[src/design/lsu_pkg.sv]
// LSU package: widths, region map, request/response types and the SECDED ECC
package lsu_pkg;

   // ******************************
   // Widths and region map
   // ******************************
   localparam int XLEN         = 32;                   // Data and address width
   localparam int OFFSET_W     = 12;                   // Signed immediate offset
   localparam int STRB_W       = XLEN / 8;             // Byte lanes per word
   localparam logic [XLEN-1:0] DCCM_BASE = 32'hF004_0000;
   localparam int DCCM_BITS    = 16;                   // 64 KB of DCCM
   localparam int DCCM_ADDR_W  = DCCM_BITS - 2;        // Word index into the array
   localparam int ECC_W        = 7;                    // 6 Hamming bits plus overall parity
   localparam int DCCM_FDATA_W = XLEN + ECC_W;         // Stored word, ECC on top
   localparam int ORD_DEPTH    = 4;                    // In-order path FIFO
   localparam int BUS_MAX_OUT  = 2;                    // Outstanding bus requests
   localparam int BUS_CNT_W    = $clog2(BUS_MAX_OUT + 1);

   typedef enum logic [1:0] {SZ_BYTE, SZ_HALF, SZ_WORD} lsu_size_e;
   typedef enum logic {PATH_DCCM, PATH_BUS} lsu_path_e;
   typedef enum logic [2:0] {
      ERR_NONE, ERR_ECC_CORR, ERR_ECC_DOUBLE, ERR_MISALIGNED, ERR_BUS
   } lsu_err_e;

   typedef struct packed {
      logic [XLEN-1:0] addr;      // Word aligned, low two bits zero
      logic [1:0]      byte_off;  // Byte within the word
      lsu_size_e       size;
      logic            store;
      logic            uns;       // Zero-extend loads
      logic [XLEN-1:0] wdata;     // Store data, low aligned
      logic            fault;     // Misaligned, no memory access
   } lsu_req_t;

   typedef struct packed {
      logic [XLEN-1:0] data;      // Zero for stores
      lsu_err_e        err;
   } lsu_rsp_t;

   typedef struct packed {
      logic [XLEN-1:0] data;      // Corrected word
      logic            single_err;
      logic            double_err;
   } ecc_dec_t;

   // ******************************
   // Lane helpers
   // ******************************
   function automatic logic [STRB_W-1:0] byte_strobe(input lsu_size_e size, input logic [1:0] off);
      case (size)
         SZ_BYTE: return 4'b0001 << off;
         SZ_HALF: return 4'b0011 << off;
         default: return 4'b1111;
      endcase
   endfunction

   // Copy sub-word store data into every lane
   function automatic logic [XLEN-1:0] store_lanes(input logic [XLEN-1:0] wdata,
                                                   input lsu_size_e size);
      case (size)
         SZ_BYTE: return {4{wdata[7:0]}};
         SZ_HALF: return {2{wdata[15:0]}};
         default: return wdata;
      endcase
   endfunction

   // Pull addressed lanes down to bit 0 and extend
   function automatic logic [XLEN-1:0] load_align(input logic [XLEN-1:0] word,
                                                  input logic [1:0] off,
                                                  input lsu_size_e size, input logic uns);
      logic [XLEN-1:0] sh;
      sh = word >> {off, 3'b000};
      case (size)
         SZ_BYTE: return {{24{~uns & sh[7]}}, sh[7:0]};
         SZ_HALF: return {{16{~uns & sh[15]}}, sh[15:0]};
         default: return sh;
      endcase
   endfunction

   // ******************************
   // SECDED, Hamming positions 1..38
   // ******************************
   function automatic logic [DCCM_FDATA_W-1:0] ecc_encode(input logic [XLEN-1:0] data);
      logic [ECC_W-1:0] ecc;
      int j;
      ecc = '0;
      j = 0;
      for (int p = 1; p < DCCM_FDATA_W; p++) begin
         if ((p & (p - 1)) != 0) begin   // Data bits sit off the powers of two
            if (data[j]) ecc[5:0] ^= 6'(p);
            j++;
         end
      end
      ecc[ECC_W-1] = ^{ecc[5:0], data};  // Overall parity
      return {ecc, data};
   endfunction

   function automatic ecc_dec_t ecc_decode(input logic [DCCM_FDATA_W-1:0] fdata);
      ecc_dec_t res;
      logic [5:0] syn;
      logic parity;
      int j;
      res.data = fdata[XLEN-1:0];
      syn = fdata[XLEN +: 6];
      parity = ^fdata;                   // Odd count of flipped bits
      j = 0;
      for (int p = 1; p < DCCM_FDATA_W; p++) begin
         if ((p & (p - 1)) != 0) begin
            if (fdata[j]) syn ^= 6'(p);
            j++;
         end
      end
      j = 0;
      for (int p = 1; p < DCCM_FDATA_W; p++) begin
         if ((p & (p - 1)) != 0) begin
            if (parity && syn == 6'(p)) res.data[j] = ~res.data[j];  // Fix the data bit
            j++;
         end
      end
      res.single_err = parity;           // Includes a flip of a check bit
      res.double_err = !parity && (syn != '0);
      return res;
   endfunction

endpackage
[src/design/lsu_if.sv]
// LSU internal handshakes: routed request and path response, valid/ready

// Request from address control to one path
interface lsu_req_if import lsu_pkg::*; ();
   logic     valid;
   logic     ready;
   lsu_req_t req;   // Held stable until the transfer

   modport src (
      output valid, req,
      input  ready
   );
   modport dst (
      input  valid, req,
      output ready
   );
   // Watches transfers only
   modport mon (
      input valid, ready
   );
endinterface

// Response from a path to the result stage
interface lsu_rsp_if import lsu_pkg::*; ();
   logic     valid;
   logic     ready;
   lsu_rsp_t rsp;

   modport src (
      output valid, rsp,
      input  ready
   );
   modport dst (
      input  valid, rsp,
      output ready
   );
endinterface

[src/design/lsu_top.sv]
// LSU top: address control, DCCM and bus paths, in-order result stage
module lsu_top import lsu_pkg::*; (
   input  logic                    clk,
   input  logic                    rst_n,
   // Request
   input  logic                    req_valid,
   output logic                    req_ready,
   input  logic [XLEN-1:0]         req_base,
   input  logic [OFFSET_W-1:0]     req_offset,
   input  lsu_size_e               req_size,
   input  logic                    req_store,
   input  logic                    req_unsigned,
   input  logic [XLEN-1:0]         req_wdata,
   // Response
   output logic                    rsp_valid,
   input  logic                    rsp_ready,
   output logic [XLEN-1:0]         rsp_data,
   output lsu_err_e                rsp_err,
   // DCCM array
   output logic                    dccm_rden,
   output logic                    dccm_wren,
   output logic [DCCM_ADDR_W-1:0]  dccm_addr,
   output logic [DCCM_FDATA_W-1:0] dccm_wr_data,
   input  logic [DCCM_FDATA_W-1:0] dccm_rd_data,
   // External bus
   output logic                    bus_req_valid,
   input  logic                    bus_req_ready,
   output logic [XLEN-1:0]         bus_addr,
   output logic                    bus_write,
   output logic [XLEN-1:0]         bus_wdata,
   output logic [STRB_W-1:0]       bus_wstrb,
   input  logic                    bus_rsp_valid,
   input  logic                    bus_rsp_err,
   input  logic [XLEN-1:0]         bus_rdata
);
   logic ord_ready;

   lsu_req_if dccm_req ();
   lsu_req_if bus_req ();
   lsu_rsp_if dccm_rsp ();
   lsu_rsp_if bus_rsp ();

   lsu_addr_ctl u_addr_ctl (
      .req_valid, .req_ready, .req_base, .req_offset, .req_size,
      .req_store, .req_unsigned, .req_wdata, .ord_ready,
      .dccm_req(dccm_req.src), .bus_req(bus_req.src)
   );

   lsu_dccm_ctl u_dccm_ctl (
      .clk, .rst_n, .dccm_req(dccm_req.dst), .dccm_rsp(dccm_rsp.src),
      .dccm_rden, .dccm_wren, .dccm_addr, .dccm_wr_data, .dccm_rd_data
   );

   lsu_bus_ctl u_bus_ctl (
      .clk, .rst_n, .bus_req(bus_req.dst), .bus_rsp(bus_rsp.src),
      .bus_req_valid, .bus_req_ready, .bus_addr, .bus_write, .bus_wdata, .bus_wstrb,
      .bus_rsp_valid, .bus_rsp_err, .bus_rdata
   );

   lsu_result_ord u_result_ord (
      .clk, .rst_n, .dccm_mon(dccm_req.mon), .bus_mon(bus_req.mon),
      .dccm_rsp(dccm_rsp.dst), .bus_rsp(bus_rsp.dst), .ord_ready,
      .rsp_valid, .rsp_ready, .rsp_data, .rsp_err
   );

endmodule

[src/design/lsu_result_ord.sv]
// LSU result stage: tracks path of each accepted request, returns responses in order
module lsu_result_ord import lsu_pkg::*; (
   input  logic            clk,
   input  logic            rst_n,
   lsu_req_if.mon          dccm_mon,
   lsu_req_if.mon          bus_mon,
   lsu_rsp_if.dst          dccm_rsp,
   lsu_rsp_if.dst          bus_rsp,
   output logic            ord_ready,
   output logic            rsp_valid,
   input  logic            rsp_ready,
   output logic [XLEN-1:0] rsp_data,
   output lsu_err_e        rsp_err
);
   logic      dccm_acc;
   logic      bus_acc;
   logic      head_valid;
   lsu_path_e head_path;
   lsu_path_e acc_path;

   assign dccm_acc = dccm_mon.valid & dccm_mon.ready;
   assign bus_acc  = bus_mon.valid & bus_mon.ready;
   assign acc_path = bus_acc ? PATH_BUS : PATH_DCCM;

   lsu_fifo #(.T(lsu_path_e), .DEPTH(ORD_DEPTH)) u_ord_fifo (
      .clk, .rst_n,
      .push_valid(dccm_acc | bus_acc), .push_ready(ord_ready), .push_data(acc_path),
      .pop_valid(head_valid), .pop_ready(rsp_valid & rsp_ready), .pop_data(head_path)
   );

   // Only the head path may answer
   always_comb begin
      if (head_path == PATH_BUS) begin
         rsp_valid = head_valid & bus_rsp.valid;
         rsp_data  = bus_rsp.rsp.data;
         rsp_err   = bus_rsp.rsp.err;
      end else begin
         rsp_valid = head_valid & dccm_rsp.valid;
         rsp_data  = dccm_rsp.rsp.data;
         rsp_err   = dccm_rsp.rsp.err;
      end
   end

   assign dccm_rsp.ready = head_valid & (head_path == PATH_DCCM) & rsp_ready;
   assign bus_rsp.ready  = head_valid & (head_path == PATH_BUS) & rsp_ready;

endmodule

[src/design/lsu_bus_ctl.sv]
// LSU bus control: request issue under credits, load alignment, response queue
module lsu_bus_ctl import lsu_pkg::*; (
   input  logic              clk,
   input  logic              rst_n,
   lsu_req_if.dst            bus_req,
   lsu_rsp_if.src            bus_rsp,
   output logic              bus_req_valid,
   input  logic              bus_req_ready,
   output logic [XLEN-1:0]   bus_addr,
   output logic              bus_write,
   output logic [XLEN-1:0]   bus_wdata,
   output logic [STRB_W-1:0] bus_wstrb,
   input  logic              bus_rsp_valid,   // No ready, credits reserve space
   input  logic              bus_rsp_err,
   input  logic [XLEN-1:0]   bus_rdata
);
   typedef struct packed {
      lsu_size_e  size;
      logic [1:0] byte_off;
      logic       uns;
      logic       store;
   } bus_meta_t;

   logic [BUS_CNT_W-1:0] out_cnt;   // Issued and not yet handed back
   logic       can_issue;
   logic       issue;
   logic       rsp_pop;
   logic       meta_ready;
   logic       meta_valid;
   logic       rsp_space;
   bus_meta_t  meta_in;
   bus_meta_t  meta_out;
   lsu_rsp_t   rsp_in;

   assign can_issue     = (out_cnt != BUS_CNT_W'(BUS_MAX_OUT)) & meta_ready;
   assign bus_req_valid = bus_req.valid & can_issue;
   assign bus_req.ready = bus_req_ready & can_issue;
   assign issue         = bus_req_valid & bus_req_ready;
   assign rsp_pop       = bus_rsp.valid & bus_rsp.ready;

   assign bus_addr  = {bus_req.req.addr[XLEN-1:2], bus_req.req.byte_off};
   assign bus_write = bus_req.req.store;
   assign bus_wdata = store_lanes(bus_req.req.wdata, bus_req.req.size);   // All lanes
   assign bus_wstrb = byte_strobe(bus_req.req.size, bus_req.req.byte_off);

   assign meta_in = '{size: bus_req.req.size, byte_off: bus_req.req.byte_off,
                      uns: bus_req.req.uns, store: bus_req.req.store};

   // Shape the returning word with the oldest request's size and offset
   assign rsp_in.data = (meta_out.store || bus_rsp_err) ? '0 :
                        load_align(bus_rdata, meta_out.byte_off, meta_out.size, meta_out.uns);
   assign rsp_in.err  = bus_rsp_err ? ERR_BUS : ERR_NONE;

   always_ff @(posedge clk) begin
      if (!rst_n) out_cnt <= '0;
      else        out_cnt <= out_cnt + BUS_CNT_W'(issue) - BUS_CNT_W'(rsp_pop);
   end

   lsu_fifo #(.T(bus_meta_t), .DEPTH(BUS_MAX_OUT)) u_meta_fifo (
      .clk, .rst_n,
      .push_valid(issue),         .push_ready(meta_ready), .push_data(meta_in),
      .pop_valid(meta_valid),     .pop_ready(bus_rsp_valid), .pop_data(meta_out)
   );

   lsu_fifo #(.T(lsu_rsp_t), .DEPTH(BUS_MAX_OUT)) u_rsp_fifo (
      .clk, .rst_n,
      .push_valid(bus_rsp_valid), .push_ready(rsp_space),  .push_data(rsp_in),
      .pop_valid(bus_rsp.valid),  .pop_ready(bus_rsp.ready), .pop_data(bus_rsp.rsp)
   );

   // External memory answers only what was issued
   a_rsp_outstanding: assert property (@(posedge clk) disable iff (!rst_n)
      bus_rsp_valid |-> meta_valid && rsp_space)
      else $error("lsu_bus_ctl: bus response with nothing outstanding");

endmodule

[src/design/lsu_dccm_ctl.sv]
// LSU DCCM control sequencing reads, merges and writes with SECDED on the array
module lsu_dccm_ctl import lsu_pkg::*; (
   input  logic                    clk,
   input  logic                    rst_n,
   lsu_req_if.dst                  dccm_req,
   lsu_rsp_if.src                  dccm_rsp,
   output logic                    dccm_rden,
   output logic                    dccm_wren,
   output logic [DCCM_ADDR_W-1:0]  dccm_addr,
   output logic [DCCM_FDATA_W-1:0] dccm_wr_data,
   input  logic [DCCM_FDATA_W-1:0] dccm_rd_data   // One cycle after dccm_rden
);
   typedef enum logic [2:0] {ST_IDLE, ST_READ, ST_CHECK, ST_WRITE, ST_RESP} state_e;

   state_e          state;
   lsu_req_t        req_q;          // Accepted request
   logic [XLEN-1:0] wr_word;        // Word to encode on write
   lsu_rsp_t        rsp_q;
   ecc_dec_t        dec;
   lsu_err_e        ecc_err;
   logic [STRB_W-1:0] strb;
   logic [XLEN-1:0] bit_mask;

   assign dec     = ecc_decode(dccm_rd_data);
   assign ecc_err = dec.double_err ? ERR_ECC_DOUBLE :
                    dec.single_err ? ERR_ECC_CORR : ERR_NONE;
   assign strb    = byte_strobe(req_q.size, req_q.byte_off);

   always_comb begin
      for (int b = 0; b < STRB_W; b++) bit_mask[8*b +: 8] = {8{strb[b]}};
   end

   // ******************************
   // Sequencer
   // ******************************
   always_ff @(posedge clk) begin
      if (!rst_n) begin
         state <= ST_IDLE;
      end else begin
         case (state)
            ST_IDLE: begin
               if (dccm_req.valid) begin
                  if (dccm_req.req.fault) state <= ST_RESP;   // No memory access
                  else if (dccm_req.req.store && dccm_req.req.size == SZ_WORD) state <= ST_WRITE;
                  else state <= ST_READ;                      // Loads and sub-word RMW
               end
            end
            ST_READ:  state <= ST_CHECK;
            ST_CHECK: state <= (req_q.store && !dec.double_err) ? ST_WRITE : ST_RESP;
            ST_WRITE: state <= ST_RESP;
            ST_RESP:  if (dccm_rsp.ready) state <= ST_IDLE;
            default:  state <= ST_IDLE;
         endcase
      end
   end

   // Payload capture
   always_ff @(posedge clk) begin
      if (state == ST_IDLE && dccm_req.valid) begin
         req_q      <= dccm_req.req;
         wr_word    <= dccm_req.req.wdata;
         rsp_q.data <= '0;
         rsp_q.err  <= dccm_req.req.fault ? ERR_MISALIGNED : ERR_NONE;
      end
      if (state == ST_CHECK) begin
         // Merge new lanes into the corrected word
         wr_word    <= (dec.data & ~bit_mask) | (store_lanes(req_q.wdata, req_q.size) & bit_mask);
         rsp_q.data <= req_q.store ? '0 :
                       load_align(dec.data, req_q.byte_off, req_q.size, req_q.uns);
         rsp_q.err  <= ecc_err;
      end
   end

   assign dccm_req.ready = (state == ST_IDLE);
   assign dccm_rsp.valid = (state == ST_RESP);
   assign dccm_rsp.rsp   = rsp_q;
   assign dccm_rden      = (state == ST_READ);
   assign dccm_wren      = (state == ST_WRITE);
   assign dccm_addr      = req_q.addr[DCCM_BITS-1:2];
   assign dccm_wr_data   = ecc_encode(wr_word);

   a_rd_wr_excl: assert property (@(posedge clk) disable iff (!rst_n)
      !(dccm_rden && dccm_wren)) else $error("lsu_dccm_ctl: read and write together");

endmodule

[src/design/lsu_addr_ctl.sv]
// LSU address control: effective address, alignment check, region decode, path steering
module lsu_addr_ctl import lsu_pkg::*; (
   input  logic            req_valid,
   output logic            req_ready,
   input  logic [XLEN-1:0] req_base,
   input  logic [OFFSET_W-1:0] req_offset,
   input  lsu_size_e       req_size,
   input  logic            req_store,
   input  logic            req_unsigned,
   input  logic [XLEN-1:0] req_wdata,
   input  logic            ord_ready,     // Order FIFO has room
   lsu_req_if.src          dccm_req,
   lsu_req_if.src          bus_req
);
   logic [XLEN-1:0] ea;
   logic            misaligned;
   logic            in_dccm;
   logic            to_dccm;
   lsu_req_t        routed;

   // Base plus sign-extended offset
   assign ea = req_base + {{(XLEN - OFFSET_W){req_offset[OFFSET_W-1]}}, req_offset};

   assign misaligned = ((req_size == SZ_HALF) & ea[0]) |
                       ((req_size == SZ_WORD) & (|ea[1:0]));
   assign in_dccm = (ea[XLEN-1:DCCM_BITS] == DCCM_BASE[XLEN-1:DCCM_BITS]);
   assign to_dccm = in_dccm | misaligned;   // Faults always answered by DCCM path

   always_comb begin
      routed.addr     = {ea[XLEN-1:2], 2'b00};
      routed.byte_off = ea[1:0];
      routed.size     = req_size;
      routed.store    = req_store;
      routed.uns      = req_unsigned;
      routed.wdata    = req_wdata;
      routed.fault    = misaligned;
   end

   assign dccm_req.req   = routed;
   assign bus_req.req    = routed;
   assign dccm_req.valid = req_valid & ord_ready & to_dccm;   // Only with an order slot
   assign bus_req.valid  = req_valid & ord_ready & ~to_dccm;

   assign req_ready = ord_ready & (to_dccm ? dccm_req.ready : bus_req.ready);

   // One path per request
   always_comb begin
      a_one_path: assert (!(dccm_req.valid && bus_req.valid))
         else $error("lsu_addr_ctl: request steered to both paths");
   end

endmodule

[src/design/lsu_fifo.sv]
// Synchronous FIFO, circular buffer with count, payload type as parameter
module lsu_fifo #(
   parameter type T     = logic,
   parameter int  DEPTH = 2
) (
   input  logic clk,
   input  logic rst_n,
   input  logic push_valid,
   output logic push_ready,
   input  T     push_data,
   output logic pop_valid,
   input  logic pop_ready,
   output T     pop_data
);
   localparam int PTR_W = (DEPTH > 1) ? $clog2(DEPTH) : 1;
   localparam int CNT_W = $clog2(DEPTH + 1);

   T                 mem [DEPTH];
   logic [PTR_W-1:0] wr_ptr;
   logic [PTR_W-1:0] rd_ptr;
   logic [CNT_W-1:0] count;
   logic             push;
   logic             pop;

   assign push_ready = (count != CNT_W'(DEPTH));
   assign pop_valid  = (count != '0);
   assign pop_data   = mem[rd_ptr];               // Head, no read latency
   assign push       = push_valid & push_ready;
   assign pop        = pop_valid & pop_ready;

   always_ff @(posedge clk) begin
      if (!rst_n) begin
         wr_ptr <= '0;
         rd_ptr <= '0;
         count  <= '0;
      end else begin
         if (push) wr_ptr <= (wr_ptr == PTR_W'(DEPTH - 1)) ? '0 : wr_ptr + 1'b1;
         if (pop)  rd_ptr <= (rd_ptr == PTR_W'(DEPTH - 1)) ? '0 : rd_ptr + 1'b1;
         count <= count + CNT_W'(push) - CNT_W'(pop);
      end
   end

   always_ff @(posedge clk) begin
      if (push) mem[wr_ptr] <= push_data;
   end

   // Producers size their traffic by credits or by ord_ready, so a full FIFO never sees a push
   a_no_push_full: assert property (@(posedge clk) disable iff (!rst_n)
      push_valid |-> push_ready) else $error("lsu_fifo: push while full");

endmodule

[config.mk]
export PLATFORM = sky130hd
export DESIGN_NAME = lsu_top
export DESIGN_NICKNAME = d
export VERILOG_FILES = /design/src/design/lsu_pkg.sv /design/src/design/lsu_if.sv /design/src/design/lsu_top.sv /design/src/design/lsu_result_ord.sv /design/src/design/lsu_bus_ctl.sv /design/src/design/lsu_dccm_ctl.sv /design/src/design/lsu_addr_ctl.sv /design/src/design/lsu_fifo.sv
export SDC_FILE = /design/constraint.sdc
export NUM_CORES = 1
export LEC_CHECK = 0
export BUFFER_PORTS_ARGS = -buffer_cell sky130_fd_sc_hd__buf_2
export CAP_MARGIN = 20
export CORE_MARGIN = 4
export CORE_UTILIZATION = 30
export DETAILED_ROUTE_END_ITERATION = 16
export MAX_ROUTING_LAYER = met4
export SYNTH_ARGS = -nofsm -noshare
export SYNTH_HDL_FRONTEND = slang
export SYNTH_HIERARCHICAL = 1
export SYNTH_SLANG_ARGS = --single-unit
[constraint.sdc]
create_clock -name clk -period 13.7 [get_ports clk]
set_clock_uncertainty 0.1 [all_clocks]
set_input_delay 1.37 -clock clk [delete_from_list [all_inputs] [get_ports clk]]
set_output_delay 1.37 -clock clk [all_outputs]
set_load 0.005 [all_outputs]
==> qor.yml <==
worst_hold_slack_across_all_endpoints_ns: 0.410
detailedPlacementHpwl_um: 43900
ir_drop_mv: 0.106
total_cts_buffers: 26
final_hold_viol_count: 0
initial_standard_cell_utilization_of_the_core_pct: 30.5
floorplan.core_area_um2: 55300
postSynthAreaPerCell_um2: 10.5
worstSetupEndpointType: "output pin"
ys.warnings.count: 6
cts_root_buf: "sky130_fd_sc_hd__clkbuf_16"
std_cell_rows: 86
clock_latency_ns: 0.57
cts_buffer_depth: 3
crit_path_buf_inv_count: 3
synth_cells: 1606
crit_chain: "buf_2 -> ha_1 -> fa_1 -> a21o_1 -> a221o_1 -> a311oi_2 -> o211ai_2 -> xor2_1 -> a2111oi_0 -> nand3b_1 -> o41ai_1 -> nor2_1 -> inv_1 -> nor2_1 -> buf_2"
finalSetupViolations: 0
place.port_buffers: 319
netlist_area_um2: 16900
dpl_worst_slack_ns: 6.59
layout_min_cycle_time_ns: 6.78
crit_family: "compound AO/OA/AOI/OAI gates"
r2r_setup_slk_ns: 10.36
clock_sink_count: 228
die-width_um: 245
worst_hold_path.endpoint: "u_result_ord/u_ord_fifo/wr_ptr[1]"
clock_tree.htree_level_count: 1
worst_pin_slew_ns: 1.10
postCtsResizedCells: 0
finalWorstSetupSlack_ns: 6.92
worst_hold_path_type: "flip-flop to flip-flop"
drc: 0
floorplan.io_pins: 320
fin_tns_setup_ns: 0
grt.overflow.total: 0
critical_path_required_ns: 12.23
cts_setup_buffers: 0
power_density_nw_per_um2: 144
route.detailed.wl_per_inst_um: 21.8
detailroute.via_count: 12800
vias_per_cell: 5.03
max_stage_delay_ns: 0.75
final_antenna_net_count: 0
grt_antenna_before_repair: 29
max_slew_margin_pct: 27.0
critPathLaunchType: "primary input"
cts.reportedPaths.clkPinSlew_ns: 0.06
achievable-frequency_mhz: 148
grt_start_max_net_pins: 67
syn_to_final_growth_pct: 12.5
fillers: 5612
worstSetupPathType: "primary input to output pin"
critical_path_peak_fanout: 5
dr.pass1.iters: 5
timing.max_cap.violations: 0
worst_path_max_delay_cell: "sky130_fd_sc_hd__o41ai_1"
global_route_wire_length_before_repair_um: 80800
grt_setup_unrepaired: "no"
fin_nets: 1963
gp_congestion: 0.937
post_cts_hold_buffer_count: 0
finalCritPeriodShare_pct: 49.5
worst-endpoint-arrival_ns: 5.31
min_from: "u_result_ord/u_ord_fifo/wr_ptr[1]"
first_global_vias: 12700
run_status: "finished clean"
die_area_um2: 60000
leakagePower_nw: 7.47
number_of_drc_violations_after_detailed_routing_iteration_0: 1020
wirelength_um: 55700
worst_r2r_path_depth: 13
timing.hold.worst_path_depth: 2
cts_tree: "done"
crit-reg2reg-capture: "u_result_ord/u_ord_fifo/count[2]"
floorplan.die.height_um: 245
drive_gt1_share_pct: 30.3
slew_violations: 0
track_usage_pct: 18.1
## how the worst max path moves through the flow
stage / from / to / slack (ns) / cells after the start
floorplan: req_base[0] / u_dccm_ctl/dccm_rsp.rsp[0] / 6.72 / 13
global placement: req_offset[11] / u_result_ord/u_ord_fifo/count[2] / 6.63 / 21
detailed placement: req_base[0] / u_result_ord/u_ord_fifo/count[2] / 6.59 / 22
CTS: req_base[0] / bus_req_valid / 6.92 / 15
global route: req_base[0] / bus_req_valid / 6.74 / 15
finish: req_base[0] / bus_req_valid / 6.92 / 15
## flip-flops by register name, indices dropped and copies added (netlist names), named ones only
name                            count
u_bus_ctl/u_meta_fifo/count         2
u_bus_ctl/u_rsp_fifo/wr_ptr         1
u_result_ord/u_ord_fifo/rd_ptr      2
u_bus_ctl/u_meta_fifo/rd_ptr        1
u_result_ord/u_ord_fifo/wr_ptr      2
u_dccm_ctl/dccm_rsp.rsp            34
u_bus_ctl/u_rsp_fifo/rd_ptr         1
u_dccm_ctl/req_q                   38
u_result_ord/u_ord_fifo/count       3
u_bus_ctl/u_rsp_fifo/count          2
u_bus_ctl/u_meta_fifo/wr_ptr        1
u_bus_ctl/out_cnt                   2
u_bus_ctl/u_meta_fifo/mem          12
u_bus_ctl/u_rsp_fifo/mem           70
u_dccm_ctl/state                    3
u_dccm_ctl/dccm_addr               14
u_result_ord/u_ord_fifo/mem         4
u_dccm_ctl/wr_word                 32
## report_power, final
group          switching, mW  leakage, nW  internal [mW]
combinational          0.640         4.94          0.489
clock                  0.302        0.412          0.409
sequential            0.0449         2.11          0.851
## cells in the final DEF (no fill, tap or decap), drive strengths merged, types with 9 or more instances in the layout
cell type / count
o211ai: 15
nand3: 33
mux2i: 35
nand4: 14
a31oi: 9
and3: 21
a211oi: 17
a221oi: 18
and2: 21
buf: 332
diode: 21
xnor2: 118
o21a: 11
mux2: 123
nand2b: 17
dfxtp: 24
clkbuf: 31
nor2: 93
a21o: 14
o21ai: 109
a21oi: 60
clkinv: 11
nor2b: 10
edfxtp: 204
nor3: 33
xnor3: 19
inv: 36
xor2: 46
ha: 42
nand2: 134
## stage by stage
stage / cells / instance area (um^2) / power, mW / util, %
2_1_floorplan: 1609 / 16900 / 1.76 / -
3_3_place_gp: 2481 / 18000 / 2.02 / 32.6
3_5_place_dp: 2481 / 18000 / 2.03 / 32.6
4_1_cts: 2529 / 18900 / 2.75 / 34.2
5_1_grt: 2550 / 19000 / 2.88 / 34.3
6_report: 2550 / 19000 / 2.74 / 34.3
## cell type report
type / count / area [um^2] / share of cell area, %
tap: 748 / 936 / 4.94
multi-input combinational: 1137 / 8680 / 45.8
clock inverter: 17 / 188 / 0.990
antenna: 21 / 52.6 / 0.277
clock buffer: 31 / 669 / 3.53
sequential: 228 / 6610 / 34.8
inverter: 36 / 135 / 0.713
timing repair buffer: 332 / 1690 / 8.94
## layer usage
metal	track usage, %	up-vias	part of all wire [%]
li1	-	6052	-
met1	23.3	6112	43
met2	28.3	559	46
met3	4.28	104	8.1
met4	6.06	0	3.4
met5	-	-	0
## tightest hold or removal path: stages (launching register included)
cell and delay, ns:
sky130_fd_sc_hd__dfxtp_1 0.33, sky130_fd_sc_hd__nand2_1 0.06, sky130_fd_sc_hd__mux2i_1 0.06
(Power assumes the default switching activity.)
